<file path="src/verilog/ntm_trainer_pkg.sv">
// Signed Q8.8 throughout, products truncate toward minus infinity and sums wrap
// Sizes are fixed at L = 4, X = 4; the memory map fills 24 words
package ntm_trainer_pkg;

  ////////////////////////////////////////////////////////////////////////////
  // Widths and sizes
  ////////////////////////////////////////////////////////////////////////////
  localparam int DATA_W    = 16;  // Element width
  localparam int FRAC_W    = 8;   // Q8.8 fraction bits
  localparam int L_SIZE    = 4;   // Gate vector length
  localparam int X_SIZE    = 4;   // Input vector length
  localparam int STEP_W    = 4;   // Step count, T up to 8
  localparam int IDX_W     = 2;   // Element index
  localparam int ADDR_W    = 5;
  localparam int MEM_WORDS = 24;  // di, dB and dW

  typedef logic signed [DATA_W-1:0] elem_t;
  typedef logic [ADDR_W-1:0]        addr_t;
  typedef logic [IDX_W-1:0]         idx_t;

  localparam elem_t ONE_FX = elem_t'(1 << FRAC_W);  // 1.0

  // Scratch memory map
  localparam addr_t DI_BASE = 5'd0;  // di[l]
  localparam addr_t B_BASE  = 5'd4;  // dB[l]
  localparam addr_t W_BASE  = 5'd8;  // dW[l][x] at 8 + 4*l + x

  ////////////////////////////////////////////////////////////////////////////
  // Enums
  ////////////////////////////////////////////////////////////////////////////
  typedef enum logic [1:0] {IDLE, DELTA, GRAD, FINISH} seq_state_e;

  // Read-modify-write peers
  typedef enum logic [1:0] {ACC_IDLE, ACC_RD_DI, ACC_RD_ACC, ACC_WR_ACC} acc_state_e;

  typedef enum logic [1:0] {M_DELTA, M_BIAS, M_WEIGHT} master_e;

  // Q8.8 product, low fraction bits dropped
  function automatic elem_t fx_mul(input elem_t a, input elem_t b);
    logic signed [2*DATA_W-1:0] prod;
    prod = a * b;
    return prod[FRAC_W +: DATA_W];
  endfunction

endpackage

</file>
<file path="src/verilog/ntm_trainer_sequencer.sv">
`timescale 1ns/1ps
// Runs DELTA then GRAD once per step; start is taken in IDLE only
module ntm_trainer_sequencer (
  input  logic                               CLK,
  input  logic                               RST,
  input  logic                               start,
  input  logic [ntm_trainer_pkg::STEP_W-1:0] steps,
  input  logic                               delta_done,
  input  logic                               bias_done,
  input  logic                               weight_done,
  output logic                               busy,
  output logic                               done,
  output logic                               delta_go,
  output logic                               grad_go,
  output logic                               first_step  // Step 0, writes not adds
);

  ntm_trainer_pkg::seq_state_e state;
  logic [ntm_trainer_pkg::STEP_W-1:0] step_cnt;
  logic [ntm_trainer_pkg::STEP_W-1:0] steps_r;
  logic bias_seen, weight_seen;  // Grad peer already finished
  logic bias_fin, weight_fin;

  assign bias_fin   = bias_seen | bias_done;
  assign weight_fin = weight_seen | weight_done;

  // busy drops in the single FINISH cycle where done is high
  assign busy = (state == ntm_trainer_pkg::DELTA) || (state == ntm_trainer_pkg::GRAD);
  assign done = (state == ntm_trainer_pkg::FINISH);

  always_ff @(posedge CLK or posedge RST) begin
    if (RST) begin
      state       <= ntm_trainer_pkg::IDLE;
      step_cnt    <= '0;
      steps_r     <= '0;
      first_step  <= 1'b0;
      delta_go    <= 1'b0;
      grad_go     <= 1'b0;
      bias_seen   <= 1'b0;
      weight_seen <= 1'b0;
    end else begin
      delta_go <= 1'b0;  // Go lines are pulses
      grad_go  <= 1'b0;
      case (state)
        ntm_trainer_pkg::IDLE: if (start) begin
          steps_r    <= steps;
          step_cnt   <= '0;
          first_step <= 1'b1;
          delta_go   <= 1'b1;
          state      <= ntm_trainer_pkg::DELTA;
        end
        ntm_trainer_pkg::DELTA: if (delta_done) begin
          grad_go     <= 1'b1;
          bias_seen   <= 1'b0;
          weight_seen <= 1'b0;
          state       <= ntm_trainer_pkg::GRAD;
        end
        ntm_trainer_pkg::GRAD: begin
          bias_seen   <= bias_fin;
          weight_seen <= weight_fin;
          if (bias_fin && weight_fin) begin
            if (step_cnt == steps_r - 1'b1) begin
              state <= ntm_trainer_pkg::FINISH;  // Last step
            end else begin
              step_cnt   <= step_cnt + 1'b1;
              first_step <= 1'b0;
              delta_go   <= 1'b1;
              state      <= ntm_trainer_pkg::DELTA;
            end
          end
        end
        default: state <= ntm_trainer_pkg::IDLE;  // FINISH lasts one cycle
      endcase
    end
  end

endmodule

</file>
<file path="src/verilog/ntm_gate_delta.sv">
`timescale 1ns/1ps
// di = ds * a * i * (1 - i) per element, three truncated multiplies per beat
module ntm_gate_delta (
  input  logic                   CLK,
  input  logic                   RST,
  input  logic                   delta_go,
  input  logic                   in_valid,
  input  ntm_trainer_pkg::elem_t in_ds,
  input  ntm_trainer_pkg::elem_t in_a,
  input  ntm_trainer_pkg::elem_t in_i,
  input  logic                   m_ack,
  output logic                   in_ready,
  output logic                   delta_done,
  output logic                   m_cyc,
  output logic                   m_stb,
  output logic                   m_we,
  output ntm_trainer_pkg::addr_t m_adr,
  output ntm_trainer_pkg::elem_t m_dat_w
);

  typedef enum logic [2:0] {D_IDLE, D_WAIT, D_MUL1, D_MUL2, D_MUL3, D_WR} delta_state_e;

  delta_state_e state;
  ntm_trainer_pkg::idx_t  l_cnt;
  ntm_trainer_pkg::elem_t ds_r, a_r, i_r;  // Latched beat
  ntm_trainer_pkg::elem_t prod_r;          // Running product

  assign in_ready = (state == D_WAIT);     // Back-pressure on the caller
  assign m_cyc    = (state == D_WR);       // Single write per cycle
  assign m_stb    = m_cyc;
  assign m_we     = 1'b1;
  assign m_adr    = ntm_trainer_pkg::DI_BASE + ntm_trainer_pkg::addr_t'(l_cnt);
  assign m_dat_w  = prod_r;

  always_ff @(posedge CLK or posedge RST) begin
    if (RST) begin
      state      <= D_IDLE;
      l_cnt      <= '0;
      delta_done <= 1'b0;
    end else begin
      delta_done <= 1'b0;
      case (state)
        D_IDLE: if (delta_go) begin
          l_cnt <= '0;
          state <= D_WAIT;
        end
        D_WAIT: if (in_valid) state <= D_MUL1;
        D_MUL1: state <= D_MUL2;
        D_MUL2: state <= D_MUL3;
        D_MUL3: state <= D_WR;
        D_WR: if (m_ack) begin
          if (l_cnt == ntm_trainer_pkg::idx_t'(ntm_trainer_pkg::L_SIZE - 1)) begin
            delta_done <= 1'b1;  // Fourth write landed
            state      <= D_IDLE;
          end else begin
            l_cnt <= l_cnt + 1'b1;
            state <= D_WAIT;
          end
        end
        default: state <= D_IDLE;
      endcase
    end
  end

  // Multiply chain, one fx_mul per cycle
  always_ff @(posedge CLK) begin
    case (state)
      D_WAIT: if (in_valid) begin
        ds_r <= in_ds;
        a_r  <= in_a;
        i_r  <= in_i;
      end
      D_MUL1: prod_r <= ntm_trainer_pkg::fx_mul(ds_r, a_r);
      D_MUL2: prod_r <= ntm_trainer_pkg::fx_mul(prod_r, i_r);
      D_MUL3: prod_r <= ntm_trainer_pkg::fx_mul(prod_r, ntm_trainer_pkg::ONE_FX - i_r);
      default: ;
    endcase
  end

endmodule

</file>
<file path="src/verilog/ntm_bias_grad.sv">
`timescale 1ns/1ps
// dB[l] += di[l]; on the first step the dB read is skipped and di is written
module ntm_bias_grad (
  input  logic                   CLK,
  input  logic                   RST,
  input  logic                   grad_go,
  input  logic                   first_step,
  input  logic                   m_ack,
  input  ntm_trainer_pkg::elem_t m_rdata,
  output logic                   bias_done,
  output logic                   m_cyc,
  output logic                   m_stb,
  output logic                   m_we,
  output ntm_trainer_pkg::addr_t m_adr,
  output ntm_trainer_pkg::elem_t m_dat_w
);

  ntm_trainer_pkg::acc_state_e state;
  ntm_trainer_pkg::idx_t  l_cnt;
  ntm_trainer_pkg::elem_t sum_r;
  logic active;  // Between grad_go and bias_done

  assign m_cyc   = (state != ntm_trainer_pkg::ACC_IDLE);  // One RMW per cyc
  assign m_stb   = m_cyc;
  assign m_we    = (state == ntm_trainer_pkg::ACC_WR_ACC);
  assign m_adr   = (state == ntm_trainer_pkg::ACC_RD_DI) ?
                   ntm_trainer_pkg::DI_BASE + ntm_trainer_pkg::addr_t'(l_cnt) :
                   ntm_trainer_pkg::B_BASE + ntm_trainer_pkg::addr_t'(l_cnt);
  assign m_dat_w = sum_r;

  always_ff @(posedge CLK or posedge RST) begin
    if (RST) begin
      state     <= ntm_trainer_pkg::ACC_IDLE;
      l_cnt     <= '0;
      active    <= 1'b0;
      bias_done <= 1'b0;
    end else begin
      bias_done <= 1'b0;
      case (state)
        ntm_trainer_pkg::ACC_IDLE: begin
          if (grad_go) begin
            active <= 1'b1;
            l_cnt  <= '0;
          end
          if (grad_go || active) state <= ntm_trainer_pkg::ACC_RD_DI;
        end
        ntm_trainer_pkg::ACC_RD_DI: if (m_ack) begin
          state <= first_step ? ntm_trainer_pkg::ACC_WR_ACC : ntm_trainer_pkg::ACC_RD_ACC;
        end
        ntm_trainer_pkg::ACC_RD_ACC: if (m_ack) state <= ntm_trainer_pkg::ACC_WR_ACC;
        default: if (m_ack) begin  // WR_ACC, cyc drops for a cycle
          state <= ntm_trainer_pkg::ACC_IDLE;
          l_cnt <= l_cnt + 1'b1;
          if (l_cnt == ntm_trainer_pkg::idx_t'(ntm_trainer_pkg::L_SIZE - 1)) begin
            active    <= 1'b0;
            bias_done <= 1'b1;
          end
        end
      endcase
    end
  end

  // Wrapping 16-bit accumulate
  always_ff @(posedge CLK) begin
    if (m_ack && state == ntm_trainer_pkg::ACC_RD_DI) sum_r <= m_rdata;
    else if (m_ack && state == ntm_trainer_pkg::ACC_RD_ACC) sum_r <= sum_r + m_rdata;
  end

endmodule

</file>
<file path="src/verilog/ntm_weight_grad.sv">
`timescale 1ns/1ps
// dW[l][x] += di[l] * x per x beat, looping l inside; first step skips the dW read
module ntm_weight_grad (
  input  logic                   CLK,
  input  logic                   RST,
  input  logic                   grad_go,
  input  logic                   first_step,
  input  logic                   x_valid,
  input  ntm_trainer_pkg::elem_t in_x,
  input  logic                   m_ack,
  input  ntm_trainer_pkg::elem_t m_rdata,
  output logic                   x_ready,
  output logic                   weight_done,
  output logic                   m_cyc,
  output logic                   m_stb,
  output logic                   m_we,
  output ntm_trainer_pkg::addr_t m_adr,
  output ntm_trainer_pkg::elem_t m_dat_w
);

  ntm_trainer_pkg::acc_state_e state;
  ntm_trainer_pkg::idx_t  l_cnt, x_cnt;
  ntm_trainer_pkg::elem_t x_r, di_r, acc_r;
  logic active;  // Phase running
  logic x_held;  // x beat taken, l loop pending

  assign x_ready = active && !x_held && (state == ntm_trainer_pkg::ACC_IDLE);
  assign m_cyc   = (state != ntm_trainer_pkg::ACC_IDLE);
  assign m_stb   = m_cyc;
  assign m_we    = (state == ntm_trainer_pkg::ACC_WR_ACC);
  assign m_adr   = (state == ntm_trainer_pkg::ACC_RD_DI) ?
                   ntm_trainer_pkg::DI_BASE + ntm_trainer_pkg::addr_t'(l_cnt) :
                   ntm_trainer_pkg::W_BASE + ntm_trainer_pkg::addr_t'(l_cnt) *
                   ntm_trainer_pkg::addr_t'(ntm_trainer_pkg::X_SIZE) +
                   ntm_trainer_pkg::addr_t'(x_cnt);
  assign m_dat_w = acc_r + ntm_trainer_pkg::fx_mul(di_r, x_r);  // Wraps

  always_ff @(posedge CLK or posedge RST) begin
    if (RST) begin
      state       <= ntm_trainer_pkg::ACC_IDLE;
      l_cnt       <= '0;
      x_cnt       <= '0;
      active      <= 1'b0;
      x_held      <= 1'b0;
      weight_done <= 1'b0;
    end else begin
      weight_done <= 1'b0;
      case (state)
        ntm_trainer_pkg::ACC_IDLE: begin
          if (grad_go) begin
            active <= 1'b1;
            x_held <= 1'b0;
            l_cnt  <= '0;
            x_cnt  <= '0;
          end else if (x_ready && x_valid) x_held <= 1'b1;
          else if (x_held) state <= ntm_trainer_pkg::ACC_RD_DI;
        end
        ntm_trainer_pkg::ACC_RD_DI: if (m_ack) begin
          state <= first_step ? ntm_trainer_pkg::ACC_WR_ACC : ntm_trainer_pkg::ACC_RD_ACC;
        end
        ntm_trainer_pkg::ACC_RD_ACC: if (m_ack) state <= ntm_trainer_pkg::ACC_WR_ACC;
        default: if (m_ack) begin  // WR_ACC
          state <= ntm_trainer_pkg::ACC_IDLE;
          l_cnt <= l_cnt + 1'b1;
          if (l_cnt == ntm_trainer_pkg::idx_t'(ntm_trainer_pkg::L_SIZE - 1)) begin
            x_held <= 1'b0;  // Ready for next x
            x_cnt  <= x_cnt + 1'b1;
            if (x_cnt == ntm_trainer_pkg::idx_t'(ntm_trainer_pkg::X_SIZE - 1)) begin
              active      <= 1'b0;
              weight_done <= 1'b1;
            end
          end
        end
      endcase
    end
  end

  always_ff @(posedge CLK) begin
    if (x_ready && x_valid) x_r <= in_x;
    if (m_ack && state == ntm_trainer_pkg::ACC_RD_DI) begin
      di_r  <= m_rdata;
      acc_r <= '0;  // First step writes the bare term
    end
    if (m_ack && state == ntm_trainer_pkg::ACC_RD_ACC) acc_r <= m_rdata;
  end

endmodule

</file>
<file path="src/verilog/ntm_bus_arbiter.sv">
`timescale 1ns/1ps
// Round-robin Wishbone arbiter, grant held while the owner keeps cyc high
module ntm_bus_arbiter (
  input  logic                   CLK,
  input  logic                   RST,
  input  logic                   d_cyc, d_stb, d_we,
  input  ntm_trainer_pkg::addr_t d_adr,
  input  ntm_trainer_pkg::elem_t d_dat_w,
  output logic                   d_ack,
  input  logic                   b_cyc, b_stb, b_we,
  input  ntm_trainer_pkg::addr_t b_adr,
  input  ntm_trainer_pkg::elem_t b_dat_w,
  output logic                   b_ack,
  input  logic                   w_cyc, w_stb, w_we,
  input  ntm_trainer_pkg::addr_t w_adr,
  input  ntm_trainer_pkg::elem_t w_dat_w,
  output logic                   w_ack,
  output logic                   s_cyc, s_stb, s_we,
  output ntm_trainer_pkg::addr_t s_adr,
  output ntm_trainer_pkg::elem_t s_dat_w,
  input  logic                   s_ack
);

  ntm_trainer_pkg::master_e gnt, rr_ptr, nxt;  // rr_ptr has top priority
  logic owned;                                 // Bus held by gnt
  logic sel_cyc, sel_stb;

  // Next requester from rr_ptr onwards
  always_comb begin
    case (rr_ptr)
      ntm_trainer_pkg::M_DELTA:
        nxt = d_cyc ? ntm_trainer_pkg::M_DELTA : b_cyc ? ntm_trainer_pkg::M_BIAS
                                               : ntm_trainer_pkg::M_WEIGHT;
      ntm_trainer_pkg::M_BIAS:
        nxt = b_cyc ? ntm_trainer_pkg::M_BIAS : w_cyc ? ntm_trainer_pkg::M_WEIGHT
                                              : ntm_trainer_pkg::M_DELTA;
      default:
        nxt = w_cyc ? ntm_trainer_pkg::M_WEIGHT : d_cyc ? ntm_trainer_pkg::M_DELTA
                                                : ntm_trainer_pkg::M_BIAS;
    endcase
  end

  // Owner mux
  always_comb begin
    case (gnt)
      ntm_trainer_pkg::M_DELTA: {sel_cyc, sel_stb, s_we, s_adr, s_dat_w} =
                                {d_cyc, d_stb, d_we, d_adr, d_dat_w};
      ntm_trainer_pkg::M_BIAS:  {sel_cyc, sel_stb, s_we, s_adr, s_dat_w} =
                                {b_cyc, b_stb, b_we, b_adr, b_dat_w};
      default:                  {sel_cyc, sel_stb, s_we, s_adr, s_dat_w} =
                                {w_cyc, w_stb, w_we, w_adr, w_dat_w};
    endcase
  end

  assign s_cyc = owned & sel_cyc;
  assign s_stb = owned & sel_stb;
  assign d_ack = s_ack & owned & (gnt == ntm_trainer_pkg::M_DELTA);  // Owner only
  assign b_ack = s_ack & owned & (gnt == ntm_trainer_pkg::M_BIAS);
  assign w_ack = s_ack & owned & (gnt == ntm_trainer_pkg::M_WEIGHT);

  always_ff @(posedge CLK or posedge RST) begin
    if (RST) begin
      gnt    <= ntm_trainer_pkg::M_DELTA;
      rr_ptr <= ntm_trainer_pkg::M_DELTA;
      owned  <= 1'b0;
    end else if (owned) begin
      if (!sel_cyc) owned <= 1'b0;  // Owner dropped cyc
    end else if (d_cyc || b_cyc || w_cyc) begin
      gnt   <= nxt;
      owned <= 1'b1;
      case (nxt)                    // Winner goes to the back
        ntm_trainer_pkg::M_DELTA: rr_ptr <= ntm_trainer_pkg::M_BIAS;
        ntm_trainer_pkg::M_BIAS:  rr_ptr <= ntm_trainer_pkg::M_WEIGHT;
        default:                  rr_ptr <= ntm_trainer_pkg::M_DELTA;
      endcase
    end
  end

endmodule

</file>
<file path="src/verilog/ntm_scratch_ram.sv">
`timescale 1ns/1ps
// 24-word scratch memory; ack one cycle after cyc&stb, never two in a row
module ntm_scratch_ram (
  input  logic                   CLK,
  input  logic                   RST,
  input  logic                   s_cyc,
  input  logic                   s_stb,
  input  logic                   s_we,
  input  ntm_trainer_pkg::addr_t s_adr,
  input  ntm_trainer_pkg::elem_t s_dat_w,
  input  ntm_trainer_pkg::addr_t rd_addr,  // Readout port
  output logic                   s_ack,
  output ntm_trainer_pkg::elem_t s_rdata,
  output ntm_trainer_pkg::elem_t rd_data
);

  ntm_trainer_pkg::elem_t mem [ntm_trainer_pkg::MEM_WORDS];

  always_ff @(posedge CLK or posedge RST) begin
    if (RST) s_ack <= 1'b0;
    else     s_ack <= s_cyc & s_stb & ~s_ack;  // One ack per strobe
  end

  always_ff @(posedge CLK) begin
    if (s_cyc && s_stb && s_we && !s_ack) mem[s_adr] <= s_dat_w;
    s_rdata <= mem[s_adr];   // Valid with ack
    rd_data <= mem[rd_addr];
  end

endmodule

</file>
<file path="src/verilog/ntm_input_trainer.sv">
`timescale 1ns/1ps
// Input-gate gradient trainer, L = 4 and X = 4 fixed, T from 1 to 8
// Results are read back through rd_addr/rd_data, meaningful only while busy is low
module ntm_input_trainer (
  input  logic                               CLK,
  input  logic                               RST,
  input  logic                               start,
  input  logic [ntm_trainer_pkg::STEP_W-1:0] steps,    // T
  input  logic                               in_valid, // ds/a/i stream
  output logic                               in_ready,
  input  ntm_trainer_pkg::elem_t             in_ds,
  input  ntm_trainer_pkg::elem_t             in_a,
  input  ntm_trainer_pkg::elem_t             in_i,
  input  logic                               x_valid,  // x stream
  output logic                               x_ready,
  input  ntm_trainer_pkg::elem_t             in_x,
  output logic                               busy,
  output logic                               done,
  input  ntm_trainer_pkg::addr_t             rd_addr,  // Readout port
  output ntm_trainer_pkg::elem_t             rd_data
);

  // Sequencer handshakes
  logic delta_go, grad_go, first_step;
  logic delta_done, bias_done, weight_done;

  // Wishbone masters, d = delta, b = bias, w = weight
  logic d_cyc, d_stb, d_we, d_ack;
  logic b_cyc, b_stb, b_we, b_ack;
  logic w_cyc, w_stb, w_we, w_ack;
  ntm_trainer_pkg::addr_t d_adr, b_adr, w_adr;
  ntm_trainer_pkg::elem_t d_dat_w, b_dat_w, w_dat_w;

  // Slave side
  logic s_cyc, s_stb, s_we, s_ack;
  ntm_trainer_pkg::addr_t s_adr;
  ntm_trainer_pkg::elem_t s_dat_w, s_rdata;

  ntm_trainer_sequencer u_seq (
    .CLK, .RST, .start, .steps, .delta_done, .bias_done, .weight_done,
    .busy, .done, .delta_go, .grad_go, .first_step
  );

  ntm_gate_delta u_delta (
    .CLK, .RST, .delta_go, .in_valid, .in_ds, .in_a, .in_i,
    .m_ack(d_ack), .in_ready, .delta_done,
    .m_cyc(d_cyc), .m_stb(d_stb), .m_we(d_we), .m_adr(d_adr), .m_dat_w(d_dat_w)
  );

  ntm_bias_grad u_bias (
    .CLK, .RST, .grad_go, .first_step, .m_ack(b_ack), .m_rdata(s_rdata),
    .bias_done,
    .m_cyc(b_cyc), .m_stb(b_stb), .m_we(b_we), .m_adr(b_adr), .m_dat_w(b_dat_w)
  );

  ntm_weight_grad u_weight (
    .CLK, .RST, .grad_go, .first_step, .x_valid, .in_x,
    .m_ack(w_ack), .m_rdata(s_rdata), .x_ready, .weight_done,
    .m_cyc(w_cyc), .m_stb(w_stb), .m_we(w_we), .m_adr(w_adr), .m_dat_w(w_dat_w)
  );

  ntm_bus_arbiter u_arb (
    .CLK, .RST,
    .d_cyc, .d_stb, .d_we, .d_adr, .d_dat_w, .d_ack,
    .b_cyc, .b_stb, .b_we, .b_adr, .b_dat_w, .b_ack,
    .w_cyc, .w_stb, .w_we, .w_adr, .w_dat_w, .w_ack,
    .s_cyc, .s_stb, .s_we, .s_adr, .s_dat_w, .s_ack
  );

  ntm_scratch_ram u_ram (
    .CLK, .RST, .s_cyc, .s_stb, .s_we, .s_adr, .s_dat_w, .rd_addr,
    .s_ack, .s_rdata, .rd_data
  );

endmodule

</file>
<file path="config.mk">
export PLATFORM = sky130hd
export DESIGN_NAME = ntm_input_trainer
export DESIGN_NICKNAME = d
export VERILOG_FILES = /design/src/verilog/ntm_trainer_pkg.sv /design/src/verilog/ntm_trainer_sequencer.sv /design/src/verilog/ntm_gate_delta.sv /design/src/verilog/ntm_bias_grad.sv /design/src/verilog/ntm_weight_grad.sv /design/src/verilog/ntm_bus_arbiter.sv /design/src/verilog/ntm_scratch_ram.sv /design/src/verilog/ntm_input_trainer.sv
export SDC_FILE = /design/constraint.sdc
export NUM_CORES = 2
export LEC_CHECK = 0
export ABC_AREA = 1
export BUFFER_PORTS_ARGS = -buffer_cell sky130_fd_sc_hd__clkbuf_2
export CORE_MARGIN = 2
export CORE_UTILIZATION = 55
export DETAILED_ROUTE_END_ITERATION = 10
export PLACE_DENSITY = 0.8
export SLEW_MARGIN = 20
export SYNTH_ARGS = -nofsm -noshare
export SYNTH_HDL_FRONTEND = slang
export SYNTH_SLANG_ARGS = --single-unit
</file>
<file path="constraint.sdc">
create_clock -name CLK -period 9.35 [get_ports CLK]
set_input_delay 1.87 -clock CLK [delete_from_list [all_inputs] [get_ports CLK]]
set_output_delay 1.87 -clock CLK [all_outputs]
set_load 0.005 [all_outputs]
</file>
==> impl_metrics.yaml <==
run_status:
  status: "complete, no violations"
floorplan:
  core_um2: 105000
  die_y_um: 329
  boundaryPins: 98
  floorplan.rows: 119
  fp.dieArea_um2: 109000
  die_x_um: 329
  initial_utilization_pct: 55.4
finish:
  syn_to_final_growth_pct: 6.82
  final_common_cell: "inv_1"
  multi_input_area_um2: 34100
  utilization_pct: 59.2
  finalNonFillerCells: 8094
  drive_gt1_share_pct: 5.51
  regArea_um2: 17100
  nFillCells: 8862
  final_cell_mix: "1,551 x inv_1, 1,452 x nand2_1, 746 x fa_1"
  final_nets: 7803
clock_tree:
  cts-hold-fix-buffers: 0
  post_cts_buffers: 0
  cts_sinks: 586
  post_cts_resized: 0
  clockBufferDepth: 3
  clock-root-buffer: "clkbuf_16"
  clk_pin_slew_ns: 0.07
  numCtsBuffers: 67
  h-tree-depth: 3
  clkLatencyLatePin_ns: 0.65
  cts_tree: "done"
critical_path:
  crit_type: "flop to flop"
  crit_path_top_delay_cell: "edfxtp_1"
  worst_setup_path_end_kind: "flop"
  cpPeakStageDelay_ns: 0.78
  path_max_fanout: 24
  rrSetupSlack_ns: 1.47
  arrival_ns: 8.06
  cpMostUsedCell: "fa_1"
  critPathLaunchType: "flop"
  required_ns: 9.53
synth:
  synth.distinct_cells: 60
  synth_edf_count: 512
  async_reset_ff_share_pct: 7.17
  synth_fp_nets: 7849
  ys_seq_elements: 586
  postSynthCellCount: 6696
  ys_seq_area_share_pct: 29.3
  synth.area.top_cells: "edfxtp_1 26%, fa_1 26%, inv_1 10%"
  avgSynthCellArea_um2: 8.70
  synth-main-ff-cell: "edfxtp_1"
  synth_area_um2: 58300
  yosys.area.top_type: "edfxtp_1"
  ys_warn_count: 0
  synth_top_area_share_pct: 26.4
sta:
  fin_worst_skew_ns: 0.0276
  finalSetupTns_ns: 0
  tightest_slew_ns: 1.14
  period_share_pct: 84.3
  period_minus_slack_ns: 7.88
  slew_violations: 0
  slew_headroom_pct: 23.7
  finalHoldViolCount: 0
  rsz0062_at_grt: "no"
  max_freq_mhz: 127
  finalSetupViolCount: 0
drt:
  num_vias: 46000
  drt-total-wl_mm: 159
  vias_per_cell: 5.69
  drtPass1Iterations: 7
  drc: 0
  wl_per_cell_um: 19.6
  antenna_left: 0
  drt_iter0_drc: 5092
placement:
  place_congestion: 0.959
  io_buffers: 97
  hpwl_mm: 114
  placedCellCount: 7972
grt:
  grt_pass1_vias: 47500
  antenna_found_initial: 3
  grt_overflow_total: 0
  grt_first_pass_wirelength_mm: 254
  grt_max_degree: 98
  grt_usage_pct: 29.9
hold_path:
  hp-class: "flop to flop"
flow_run:
  drv_cap: 0
==> worst max-delay path, delay by kind of cell, from the launching register on <==
family                     cells  cell delay (ns)
AOI/OAI and AO/OA              5             0.97
xor gates and xnor gates       1             0.11
adders and majority gates      8             3.72
buffers and inverters          4             0.21
DFF                            1             0.78
and+or+nand+nor               11             1.56
==> cell families (layout without fill, tap and decap cells) <==
| kind of cell | after synthesis | after routing | synth area share [%] |
|---|---|---|---|
| AO/OA/AOI/OAI | 958 | 958 | 9.44 |
| XOR/XNOR | 124 | 124 | 1.86 |
| adder cells (fa/ha/maj) | 1075 | 1075 | 32.7 |
| buffers and inverters | 1866 | 1872 | 12.3 |
| flip-flops | 586 | 586 | 29.3 |
| multiplexers | 2 | 2 | 0.0387 |
| other | 0 | 1 | 0 |
| AND/OR/NAND/NOR | 2085 | 2085 | 14.4 |
==> per-stage QoR <==
| stage | setup slack (ns) | hold slack [ns] | area (um2) |
|---|---|---|---|
| after floorplan | 2.07 | 0.434 | 58300 |
| after global placement | 1.77 | 0.473 | 59900 |
| after detailed placement | 1.62 | 0.490 | 59900 |
| after CTS | 1.58 | 0.504 | 62200 |
| after global routing | 1.08 | 0.543 | 62200 |
| final | 1.47 | 0.502 | 62200 |
==> final timing paths <==
| path | to | start | depth (start not counted) |
|---|---|---|---|
| setup reg to reg | u_ram.mem[21][15] | u_weight.x_r[3] | 29 |
| hold reg to reg | u_weight.active | u_weight.active | 2 |
| min in group asynchronous | u_delta.state[0] | RST | 2 |
| max in group asynchronous | u_seq.steps_r[0] | RST | 2 |
| hold / removal | u_weight.active | u_weight.active | 2 |
| setup / recovery | u_ram.mem[21][15] | u_weight.x_r[3] | 29 |
==> cells in the mapped netlist (7+ instances only) <==
library cell / count
o2111ai_1: 34
a211oi_1: 8
buf_2: 37
xnor2_1: 58
buf_1: 14
a31oi_1: 8
o22ai_1: 12
o221ai_1: 28
o21ai_1: 37
fa_1: 746
dfxtp_1: 32
or2_2: 26
clkbuf_1: 226
a221oi_1: 9
inv_2: 12
nand2_1: 1452
a21oi_1: 231
dfrtp_1: 42
clkinv_1: 7
a21o_1: 11
nand3b_1: 7
nand3_1: 182
inv_1: 1553
o21ai_0: 448
nor3_1: 22
a21boi_0: 7
edfxtp_1: 512
o211ai_1: 56
nand4_1: 24
nand2_2: 8
nor2_2: 7
buf_6: 11
nor2_1: 337
xor2_1: 66
ha_1: 329
a22oi_1: 43
==> routing by layer <==
metal  part of all wire (%)  vias up  global-route usage [%]  wire, um
met5                  0.011        -                       0        18
met4                    4.2        2                    12.1      6680
met2                     46     2767                    48.6     73800
met1                     38    22100                    40.0     60500
met3                     11      515                    5.39     17700
li1                       -    20700                       -         -
==> area by class of cell <==
cell class	instances	share of cell area, %
antenna	1	0.00402
clock buffer	87	3.03
clock inverter	34	0.615
inverter	1573	9.50
multi-input combinational	4244	54.9
sequential	586	27.4
tap	1391	2.80
timing repair buffer	178	1.77
==> flip-flops by register name, summed over array words and instances, names as in the netlist, 3 cells and up <==
| register | count |
|---|---|
| u_seq.steps_r | 4 |
| u_delta.m_dat_w | 16 |
| u_weight.acc_r | 16 |
| u_ram.rd_data | 16 |
| u_weight.x_r | 16 |
| u_delta.state | 3 |
| u_delta.i_r | 16 |
| u_delta.a_r | 16 |
| u_ram.s_rdata | 16 |
| u_weight.di_r | 16 |
| u_delta.ds_r | 16 |
| u_bias.m_dat_w | 16 |
| u_ram.mem | 384 |
| u_seq.step_cnt | 4 |
Power is left out: the tool's default activity adds up to more than one toggle a clock period on the data nets, which glitch-free logic cannot reach.
